--- config.mk ---
export PLATFORM = sky130hd
export DESIGN_NAME = simd_core
export DESIGN_NICKNAME = d
export VERILOG_FILES = /design/src/source/simd_pkg.sv /design/src/source/simd_sequencer.sv /design/src/source/simd_op_timer.sv /design/src/source/simd_alu.sv /design/src/source/simd_regfile.sv /design/src/source/simd_tmp_buffer.sv /design/src/source/simd_core.sv
export SDC_FILE = /design/constraint.sdc
export NUM_CORES = 2
export LEC_CHECK = 0
export BUFFER_PORTS_ARGS = -buffer_cell sky130_fd_sc_hd__buf_4
export CELL_PAD_IN_SITES_DETAIL_PLACEMENT = 0
export CELL_PAD_IN_SITES_GLOBAL_PLACEMENT = 1
export CORE_UTILIZATION = 43
export DETAILED_ROUTE_END_ITERATION = 8
export HOLD_SLACK_MARGIN = 0.1
export PLACE_DENSITY = 0.78
export SYNTH_ARGS = -nofsm -noshare
export SYNTH_HDL_FRONTEND = slang
export SYNTH_SLANG_ARGS = --single-unit
--- constraint.sdc ---
create_clock -name i_clk -period 6.45 [get_ports i_clk]
set_clock_uncertainty 0.05 [all_clocks]
set_input_delay 1.29 -clock i_clk [delete_from_list [all_inputs] [get_ports i_clk]]
set_output_delay 1.29 -clock i_clk [all_outputs]
set_load 0.02 [all_outputs]
--- src/source/simd_pkg.sv ---
// simd slice definitions
package simd_pkg;

	// ==================================================
	// vector sizes
	// ==================================================
	// lanes per vector
	localparam int VSIZE = 4;
	localparam int DATA_BW = 16;
	// half lane for the split multiplier
	localparam int HALF_BW = DATA_BW / 2;
	// shift amount width for arithmetic shift
	localparam int SHAMT_BW = $clog2(DATA_BW);
	// flattened vector with lane 0 in the low bits
	localparam int FLAT_BW = VSIZE * DATA_BW;
	// register file
	localparam int NREG = 16;
	localparam int REG_ABW = $clog2(NREG);
	// temporary buffer with index 0 as the newest entry
	localparam int TBUF_SIZE = 4;
	localparam int TBUF_ABW = $clog2(TBUF_SIZE);

	// ==================================================
	// instruction layout
	// ==================================================
	localparam int ISA_BW = 23;
	// opcode sits on top and immediate at the bottom
	localparam int OPC_POS = 20;
	localparam int OPC_BW = 3;
	localparam int DST_POS = 18;
	localparam int DST_BW = 2;
	localparam int WADDR_POS = 14;
	localparam int WADDR_BW = 4;
	localparam int RADDR_POS = 10;
	localparam int RADDR_BW = 4;
	localparam int SRCB_POS = 8;
	localparam int SRCB_BW = 2;
	localparam int IMM_POS = 0;
	localparam int IMM_BW = 8;

	// ==================================================
	// encodings
	// ==================================================
	typedef enum logic [OPC_BW-1:0] {
		OP_ADD  = 3'd0,
		OP_SUB  = 3'd1,
		OP_MUL  = 3'd2,
		OP_SHR  = 3'd3,
		OP_MAX  = 3'd4,
		OP_MOVB = 3'd5
	} op_e;

	typedef enum logic [DST_BW-1:0] {
		DST_REG  = 2'd0,
		DST_TMP  = 2'd1,
		DST_DRAM = 2'd2
	} dst_e;

	typedef enum logic [SRCB_BW-1:0] {
		SRC_TMP  = 2'd0,
		SRC_IMM  = 2'd1,
		SRC_SRAM = 2'd2
	} srcb_e;

	// alu latency in cycles after launch
	localparam int LAT_MUL = 3;
	localparam int LAT_BASIC = 1;
	localparam int LAT_BW = $clog2(LAT_MUL + 1);

	typedef enum logic [1:0] {
		S_IDLE   = 2'd0,
		S_OPND   = 2'd1,
		S_EXEC   = 2'd2,
		S_RETIRE = 2'd3
	} state_e;

endpackage

--- src/source/simd_sequencer.sv ---
// simd instruction sequencer
module simd_sequencer
	import simd_pkg::*;
(
	input  logic               i_clk,
	input  logic               i_rst_n,
	// instruction port
	input  logic               i_inst_rdy,
	input  logic [ISA_BW-1:0]  i_inst,
	output logic               o_inst_ack,
	// sram operand port
	input  logic               i_sramrd_rdy,
	output logic               o_sramrd_ack,
	// dram result port
	output logic               o_dramwd_rdy,
	input  logic               i_dramwd_ack,
	output logic               o_commit_dval,
	// register file control
	output logic               o_reg_re,
	output logic [REG_ABW-1:0] o_reg_raddr,
	output logic               o_reg_we,
	output logic [REG_ABW-1:0] o_reg_waddr,
	output logic               o_tbuf_push,
	// latency timer
	output logic               o_timer_start,
	output logic               o_timer_mul,
	input  logic               i_lat_done,
	// alu control
	output logic               o_alu_launch,
	output op_e                o_opcode,
	output srcb_e              o_srcb,
	output logic [IMM_BW-1:0]  o_imm
);

	// ==================================================
	// state and latched instruction
	// ==================================================
	state_e state_r;
	state_e state_nxt;
	op_e opcode_r;
	dst_e dst_r;
	srcb_e srcb_r;
	logic [WADDR_BW-1:0] waddr_r;
	logic [IMM_BW-1:0] imm_r;
	// handshake qualifiers
	logic accept;
	logic opnd_ok;
	logic commit;

	// accept only while idle with ack following rdy combinationally
	assign accept = (state_r == S_IDLE) && i_inst_rdy;
	assign o_inst_ack = accept;
	// register read goes out in the accept cycle with data valid in S_OPND
	assign o_reg_re = accept;
	assign o_reg_raddr = i_inst[RADDR_POS +: RADDR_BW];

	// b operand is ready unless we still wait on sram
	assign opnd_ok = (srcb_r != SRC_SRAM) || i_sramrd_rdy;
	assign o_sramrd_ack = (state_r == S_OPND) && (srcb_r == SRC_SRAM) && i_sramrd_rdy;
	assign o_alu_launch = (state_r == S_OPND) && opnd_ok;
	// timer starts with the alu so both see the same latency
	assign o_timer_start = o_alu_launch;
	assign o_timer_mul = (opcode_r == OP_MUL);

	// ==================================================
	// destination decode
	// ==================================================
	// dram holds the retire until ack while other targets retire at once
	assign o_dramwd_rdy = (state_r == S_RETIRE) && (dst_r == DST_DRAM);
	assign commit = (state_r == S_RETIRE) && ((dst_r != DST_DRAM) || i_dramwd_ack);
	assign o_commit_dval = commit;
	assign o_reg_we = (state_r == S_RETIRE) && (dst_r == DST_REG);
	assign o_tbuf_push = (state_r == S_RETIRE) && (dst_r == DST_TMP);
	assign o_reg_waddr = waddr_r;

	// fields seen by the alu
	assign o_opcode = opcode_r;
	assign o_srcb = srcb_r;
	assign o_imm = imm_r;

	// ==================================================
	// next state
	// ==================================================
	always_comb begin
		state_nxt = state_r;
		case (state_r)
			S_IDLE:   if (accept) state_nxt = S_OPND;
			S_OPND:   if (opnd_ok) state_nxt = S_EXEC;
			S_EXEC:   if (i_lat_done) state_nxt = S_RETIRE;
			S_RETIRE: if (commit) state_nxt = S_IDLE;
			default:  state_nxt = S_IDLE;
		endcase
	end

	always_ff @(posedge i_clk) begin
		if (!i_rst_n) begin
			state_r <= S_IDLE;
		end else begin
			state_r <= state_nxt;
		end
	end

	// instruction fields stay stable until the next accept
	always_ff @(posedge i_clk) begin
		if (accept) begin
			opcode_r <= op_e'(i_inst[OPC_POS +: OPC_BW]);
			dst_r <= dst_e'(i_inst[DST_POS +: DST_BW]);
			waddr_r <= i_inst[WADDR_POS +: WADDR_BW];
			srcb_r <= srcb_e'(i_inst[SRCB_POS +: SRCB_BW]);
			imm_r <= i_inst[IMM_POS +: IMM_BW];
		end
	end

endmodule

--- src/source/simd_op_timer.sv ---
// alu latency timer
module simd_op_timer
	import simd_pkg::*;
(
	input  logic i_clk,
	input  logic i_rst_n,
	input  logic i_start,
	// selects the multiplier latency
	input  logic i_mul,
	output logic o_done
);

	// ==================================================
	// down counter
	// ==================================================
	// zero means idle
	logic [LAT_BW-1:0] cnt_r;
	logic [LAT_BW-1:0] load_val;

	assign load_val = i_mul ? LAT_BW'(LAT_MUL) : LAT_BW'(LAT_BASIC);

	always_ff @(posedge i_clk) begin
		if (!i_rst_n) begin
			cnt_r <= '0;
		end else if (i_start) begin
			cnt_r <= load_val;
		end else if (cnt_r != '0) begin
			cnt_r <= cnt_r - LAT_BW'(1);
		end
	end

	// done in the last counted cycle and the count steps to zero after it
	// one cycle after start for basic ops and three for mul
	assign o_done = (cnt_r == LAT_BW'(1));

endmodule

--- src/source/simd_alu.sv ---
// four lane simd alu
module simd_alu
	import simd_pkg::*;
(
	input  logic               i_clk,
	input  logic               i_rst_n,
	input  logic               i_launch,
	input  op_e                i_opcode,
	input  srcb_e              i_srcb,
	input  logic [IMM_BW-1:0]  i_imm,
	// operand a from the register file
	input  logic [FLAT_BW-1:0] i_a,
	input  logic [FLAT_BW-1:0] i_sram,
	input  logic [FLAT_BW-1:0] i_tbuf [TBUF_SIZE],
	output logic [FLAT_BW-1:0] o_result
);

	// ==================================================
	// operand b select
	// ==================================================
	logic [DATA_BW-1:0] imm_ext;
	logic [FLAT_BW-1:0] b_vec;

	assign imm_ext = {{(DATA_BW-IMM_BW){i_imm[IMM_BW-1]}}, i_imm};

	always_comb begin
		case (i_srcb)
			// low imm bits pick the tmp entry with 0 newest
			SRC_TMP:  b_vec = i_tbuf[i_imm[TBUF_ABW-1:0]];
			SRC_IMM:  b_vec = {VSIZE{imm_ext}};
			SRC_SRAM: b_vec = i_sram;
			default:  b_vec = '0;
		endcase
	end

	// ==================================================
	// lane datapath
	// ==================================================
	logic [FLAT_BW-1:0] basic_nxt;
	logic [DATA_BW-1:0] plo_nxt [VSIZE];
	logic [HALF_BW-1:0] phi_nxt [VSIZE];

	always_comb begin
		logic [DATA_BW-1:0] a_l;
		logic [DATA_BW-1:0] b_l;
		logic [DATA_BW+HALF_BW-1:0] plo_full;
		logic [DATA_BW-1:0] phi_full;
		for (int i = 0; i < VSIZE; i++) begin
			a_l = i_a[i*DATA_BW +: DATA_BW];
			b_l = b_vec[i*DATA_BW +: DATA_BW];
			case (i_opcode)
				OP_ADD:  basic_nxt[i*DATA_BW +: DATA_BW] = a_l + b_l;
				OP_SUB:  basic_nxt[i*DATA_BW +: DATA_BW] = a_l - b_l;
				OP_SHR:  basic_nxt[i*DATA_BW +: DATA_BW] = $signed(a_l) >>> i_imm[SHAMT_BW-1:0];
				OP_MAX:  basic_nxt[i*DATA_BW +: DATA_BW] =
					($signed(a_l) > $signed(b_l)) ? a_l : b_l;
				OP_MOVB: basic_nxt[i*DATA_BW +: DATA_BW] = b_l;
				default: basic_nxt[i*DATA_BW +: DATA_BW] = '0;
			endcase
			// low 16 bits of a*b from two partial products
			// a_hi*b_lo only reaches the top half of the lane
			plo_full = a_l[HALF_BW-1:0] * b_l;
			phi_full = a_l[DATA_BW-1:HALF_BW] * b_l[HALF_BW-1:0];
			plo_nxt[i] = plo_full[DATA_BW-1:0];
			phi_nxt[i] = phi_full[HALF_BW-1:0];
		end
	end

	// ==================================================
	// result registers
	// ==================================================
	logic mul_sel_r;
	logic [FLAT_BW-1:0] basic_r;
	logic [DATA_BW-1:0] plo_s1 [VSIZE];
	logic [HALF_BW-1:0] phi_s1 [VSIZE];
	logic [FLAT_BW-1:0] mul_s2;
	logic [FLAT_BW-1:0] mul_s3;

	always_ff @(posedge i_clk) begin
		if (!i_rst_n) begin
			mul_sel_r <= 1'b0;
		end else if (i_launch) begin
			mul_sel_r <= (i_opcode == OP_MUL);
		end
	end

	// launch stage held until the next launch
	always_ff @(posedge i_clk) begin
		if (i_launch) begin
			basic_r <= basic_nxt;
			plo_s1 <= plo_nxt;
			phi_s1 <= phi_nxt;
		end
	end

	// mul stages 2 and 3 run freely and settle on the held stage 1
	always_ff @(posedge i_clk) begin
		for (int i = 0; i < VSIZE; i++) begin
			mul_s2[i*DATA_BW +: DATA_BW] <= plo_s1[i] + {phi_s1[i], {HALF_BW{1'b0}}};
		end
		mul_s3 <= mul_s2;
	end

	assign o_result = mul_sel_r ? mul_s3 : basic_r;

endmodule

--- src/source/simd_regfile.sv ---
// vector register file
module simd_regfile
	import simd_pkg::*;
(
	input  logic               i_clk,
	// write port used at retire
	input  logic               i_we,
	input  logic [REG_ABW-1:0] i_waddr,
	input  logic [FLAT_BW-1:0] i_wdata,
	// read port used at accept
	input  logic               i_re,
	input  logic [REG_ABW-1:0] i_raddr,
	output logic [FLAT_BW-1:0] o_rdata
);

	// ==================================================
	// storage
	// ==================================================
	// one flattened vector per entry
	logic [FLAT_BW-1:0] mem [NREG];

	always_ff @(posedge i_clk) begin
		if (i_we) begin
			mem[i_waddr] <= i_wdata;
		end
	end

	// registered read that holds its value between reads
	// so operand a stays put while the slice stalls
	always_ff @(posedge i_clk) begin
		if (i_re) begin
			o_rdata <= mem[i_raddr];
		end
	end

endmodule

--- src/source/simd_tmp_buffer.sv ---
// temporary vector buffer
module simd_tmp_buffer
	import simd_pkg::*;
(
	input  logic               i_clk,
	input  logic               i_rst_n,
	input  logic               i_push,
	input  logic [FLAT_BW-1:0] i_wdata,
	// index 0 newest and TBUF_SIZE-1 oldest
	output logic [FLAT_BW-1:0] o_rdatas [TBUF_SIZE]
);

	// ==================================================
	// shift register
	// ==================================================
	logic [FLAT_BW-1:0] ents_r [TBUF_SIZE];

	always_ff @(posedge i_clk) begin
		if (!i_rst_n) begin
			for (int i = 0; i < TBUF_SIZE; i++) begin
				ents_r[i] <= '0;
			end
		end else if (i_push) begin
			// everything ages by one and the oldest falls off
			for (int i = TBUF_SIZE-1; i > 0; i--) begin
				ents_r[i] <= ents_r[i-1];
			end
			ents_r[0] <= i_wdata;
		end
	end

	// all entries visible to the alu at once
	assign o_rdatas = ents_r;

endmodule

--- src/source/simd_core.sv ---
// simd execution slice top
module simd_core
	import simd_pkg::*;
(
	input  logic               i_clk,
	input  logic               i_rst_n,
	// instruction stream
	input  logic               i_inst_rdy,
	input  logic [ISA_BW-1:0]  i_inst,
	output logic               o_inst_ack,
	// sram read
	input  logic               i_sramrd_rdy,
	input  logic [FLAT_BW-1:0] i_sramrd,
	output logic               o_sramrd_ack,
	// dram write
	output logic               o_dramwd_rdy,
	output logic [FLAT_BW-1:0] o_dramwd,
	input  logic               i_dramwd_ack,
	output logic               o_commit_dval
);

	// ==================================================
	// internal wires
	// ==================================================
	// sequencer <-> timer
	logic timer_start;
	logic timer_mul;
	logic lat_done;
	// sequencer -> register file and tmp buffer
	logic reg_re;
	logic [REG_ABW-1:0] reg_raddr;
	logic reg_we;
	logic [REG_ABW-1:0] reg_waddr;
	logic tbuf_push;
	// sequencer -> alu
	logic alu_launch;
	op_e alu_opcode;
	srcb_e alu_srcb;
	logic [IMM_BW-1:0] alu_imm;
	// operands into the alu
	logic [FLAT_BW-1:0] reg_rdata;
	logic [FLAT_BW-1:0] tbuf_rdatas [TBUF_SIZE];

	// ==================================================
	// submodules
	// ==================================================
	simd_sequencer u_seq (
		.i_clk(i_clk),
		.i_rst_n(i_rst_n),
		.i_inst_rdy(i_inst_rdy),
		.i_inst(i_inst),
		.o_inst_ack(o_inst_ack),
		.i_sramrd_rdy(i_sramrd_rdy),
		.o_sramrd_ack(o_sramrd_ack),
		.o_dramwd_rdy(o_dramwd_rdy),
		.i_dramwd_ack(i_dramwd_ack),
		.o_commit_dval(o_commit_dval),
		.o_reg_re(reg_re),
		.o_reg_raddr(reg_raddr),
		.o_reg_we(reg_we),
		.o_reg_waddr(reg_waddr),
		.o_tbuf_push(tbuf_push),
		.o_timer_start(timer_start),
		.o_timer_mul(timer_mul),
		.i_lat_done(lat_done),
		.o_alu_launch(alu_launch),
		.o_opcode(alu_opcode),
		.o_srcb(alu_srcb),
		.o_imm(alu_imm)
	);

	simd_op_timer u_timer (
		.i_clk(i_clk),
		.i_rst_n(i_rst_n),
		.i_start(timer_start),
		.i_mul(timer_mul),
		.o_done(lat_done)
	);

	// alu result is the one write bus for dram, registers and tmp buffer
	simd_alu u_alu (
		.i_clk(i_clk),
		.i_rst_n(i_rst_n),
		.i_launch(alu_launch),
		.i_opcode(alu_opcode),
		.i_srcb(alu_srcb),
		.i_imm(alu_imm),
		.i_a(reg_rdata),
		.i_sram(i_sramrd),
		.i_tbuf(tbuf_rdatas),
		.o_result(o_dramwd)
	);

	simd_regfile u_reg (
		.i_clk(i_clk),
		.i_we(reg_we),
		.i_waddr(reg_waddr),
		.i_wdata(o_dramwd),
		.i_re(reg_re),
		.i_raddr(reg_raddr),
		.o_rdata(reg_rdata)
	);

	simd_tmp_buffer u_tbuf (
		.i_clk(i_clk),
		.i_rst_n(i_rst_n),
		.i_push(tbuf_push),
		.i_wdata(o_dramwd),
		.o_rdatas(tbuf_rdatas)
	);

endmodule

==> metrics.yaml <==
final_cell_area_mm2: 0.09907
finalCritPeriodShare_pct: 97.13
wl_met2_mm: 120.6
syn2layout_area_growth_pct: 13.33
placed_cell_area_mm2: 0.09287
critical_path_buf_inv_count: 6
rsz0062_at_grt: "false"
powerDensity_mw_per_mm2: 401.4
die_h_um: 452.9
num_vias: 56120
critPathMaxFanout: 10
peakVddDrop_mv: 0.2896
hold_viol_final: 0
path_clk_slew_ns: 0.06
synth_top_area_share_pct: 43.52
critPathTopFamily: "adder cells"
cts.path.max_buffers: 3
finalSetupViolCount: 0
root_buffer: "clkbuf_16"
grt_pass1_wl_mm: 377.1
fmax_mhz: 159.6
sequentialPowerShare_pct: 36.5
place_hpwl_mm: 172.4
layout-drive-gt1-share_pct: 18.26
yosys_warnings: 0
pwr-share-clk_pct: 25.8
leakage_nw: 36.48
synth_seq_cells: 1656
htree_levels: 4
cp_data_required_time_ns: 6.95
endpoint_kind: "register"
io_buffers: 159
place.gp.congestion: 0.9266
io_pins: 160
wl_met1_mm: 107.7
synth_area_leaders: "edfxtp_1 44%, mux4_2 10%, dfxtp_1 8.9%"
critical_path.startpoint_type: "register"
wl_per_cell_um: 26.52
ys.flop_type: "edfxtp_1"
cp_data_arrival_time_ns: 6.77
synth_seq_area_share_pct: 52.43
path_class: "register to register"
placementRows: 165
layout_commonest_cell: "edfxtp_1"
p_switching_mw: 14.10
yosysUniqueCellTypes: 99
cts.sinks: 1656
path_cells: "buf_4 > clkbuf_16 > buf_4 > mux4_2 > mux2i_1 > o21ai_1 > buf_4 > and2_1 > fa_1 > fa_1 > fa_1 > inv_1 > fa_1 > inv_1 > ha_1 > and3_1 > a21oi_1 > o21ai_0 > o21ai_0 > nand2b_1 > a21oi_1 > xnor3_1"
drv_cap: 0
register_area_mm2: 0.04584
dr_wl_met3_mm: 19.17
path_common_cell: "fa_1"
final_util_pct: 49.02
yosysTopAreaCell: "edfxtp_1"
antenna_left: 0
tightestPinTransition_ns: 1.121
drc: 0
hold_buffers: 0
first_iter_violations: 5745
postSynthAreaPerCell_um2: 12.97
fp.coreArea_mm2: 0.2021
power_mw: 39.77
nets: 7698
numCtsBuffers: 168
cts_tree: "built"
highest_layer: "met5"
wl_mm: 259.7
die_w_um: 452.9
die_area_mm2: 0.2051
initial_utilization_pct: 43.25
firstDrtPassIters: 7
cpPeakStageDelay_ns: 0.52
post_drt_via_cell_ratio: 5.730
multi_input_area_mm2: 0.03808
grt_antenna_before_repair: 19
syn-num-nets: 7463
setup-tns-final_ns: 0
slew_headroom_pct: 25.25
status: "completed"
post-route-min-period_ns: 6.265
syn-cell-area_mm2: 0.08742
netlist_instances: 6741
nFillCells: 17170
final_max_slew_viol_count: 0
grt_overflow: 0
internal_power_mw: 25.67
grt_pass1_vias: 56320
final_cell_mix: "1267 x edfxtp_1, 816 x nand2_1, 557 x inv_1, 405 x buf_4, 390 x mux4_2"
pwr-share-comb_pct: 37.7
hp-class: "register to register"
synth_edf_count: 1267
insertion_delay_ns: 0.84
p_sw_share_pct: 35.45
slowest_stage: "mux4_2"
grt_max_degree: 178
grt_usage_pct: 25.02
async_reset_ff_share_pct: 0
-- registers in the layout (all words and copies together) (netlist names) --
signal / count
u_seq.o_srcb: 2
u_reg.mem: 1024
u_alu.phi_s1: 32
u_tbuf.o_rdatas: 256
u_seq.o_opcode: 3
u_seq.state_r: 2
u_alu.plo_s1: 64
u_reg.o_rdata: 64
u_alu.mul_sel_r: 1
u_seq.o_imm: 8
u_alu.mul_s2: 64
u_seq.dst_r: 2
u_alu.mul_s3: 64
u_seq.o_reg_waddr: 4
u_alu.basic_r: 64
u_timer.cnt_r: 2
-- cell type report --
class                      count  share of cell area, %
timing repair buffer         443                  3.824
tap                         2672                  3.375
clock inverter                96                  1.263
inverter                     572                  2.172
antenna                        3               0.007577
multi-input combinational   4135                  38.43
sequential                  1656                  46.27
clock buffer                 217                  4.660
-- power by group through the flow --
stage                     clock (mW)  sequential (mW)  combinational, mW
after floorplan                    0             14.3               9.98
final                           10.3             14.5               15.0
after detailed placement           0             14.7               14.7
after global routing            10.8             14.6               16.5
after global placement             0             14.7               14.5
after CTS                       10.4             14.5               14.9
-- path summary, 6_finish.rpt --
path                                      start                to  slack, ns  cells after the start
worst max-delay path             u_seq.o_imm[0]  u_alu.plo_s1[47]       0.19                     22
worst min-delay path            u_alu.mul_s2[5]   u_alu.mul_s3[5]       0.27                      0
worst min register to register  u_alu.mul_s2[5]   u_alu.mul_s3[5]       0.27                      0
worst max register to register   u_seq.o_imm[0]  u_alu.plo_s1[47]       0.19                     22
-- per-layer routing --
| metal | vias to the layer above | global-route usage [%] |
|---|---|---|
| met4 | 10 | 11.03 |
| met1 | 28740 | 33.92 |
| met3 | 462 | 4.087 |
| met5 | - | 0 |
| met2 | 2307 | 39.67 |
| li1 | 24610 | - |
-- cells in the mapped netlist, types with 15 or more instances --
library cell	n
a21oi_1	231
nor3_1	49
edfxtp_1	1267
mux2i_1	129
nand2b_1	29
mux2_2	90
nand2_1	817
a31oi_1	32
and3_1	15
xnor2_1	179
dfxtp_1	389
nand3_1	28
a211oi_1	22
fa_1	300
xor2_1	40
nor2_1	287
o21a_1	24
o21ai_0	189
inv_1	559
o22ai_1	33
and2_1	237
a21boi_0	266
a21o_1	44
clkbuf_1	264
mux4_2	390
nor4_1	15
buf_2	40
nor2b_1	45
o21ai_1	25
or2_2	18
o211ai_1	24
o21bai_1	30
buf_1	43
o221ai_1	21
ha_1	330
buf_4	18
-- cell families after synthesis --
family	after synthesis	synth area share, %
AOI/OAI and AO/OA	1065	8.062
xor gates and xnor gates	223	2.290
adders and majority gates	630	11.59
buffers and inverters	950	4.341
DFF	1656	52.43
muxes	621	13.04
and+or+nand+nor	1596	8.245
-- timing repair --
action,4_1_cts,5_1_grt
cloned,0,3
setup buffers,0,14
gates resized for setup,3,31
setup endpoints to repair,2,9
-- through the flow --
step           instances  worst slack (ns)  hold slack, ns
2_1_floorplan       6741            0.4171          0.2596
3_3_place_gp        9461           -0.2551          0.2600
3_5_place_dp        9461           -0.3826          0.2621
4_1_cts             9774           0.02553          0.2651
5_1_grt             9791          0.007080          0.2658
6_report            9794            0.1852          0.2728
(Power assumes the default switching activity.)
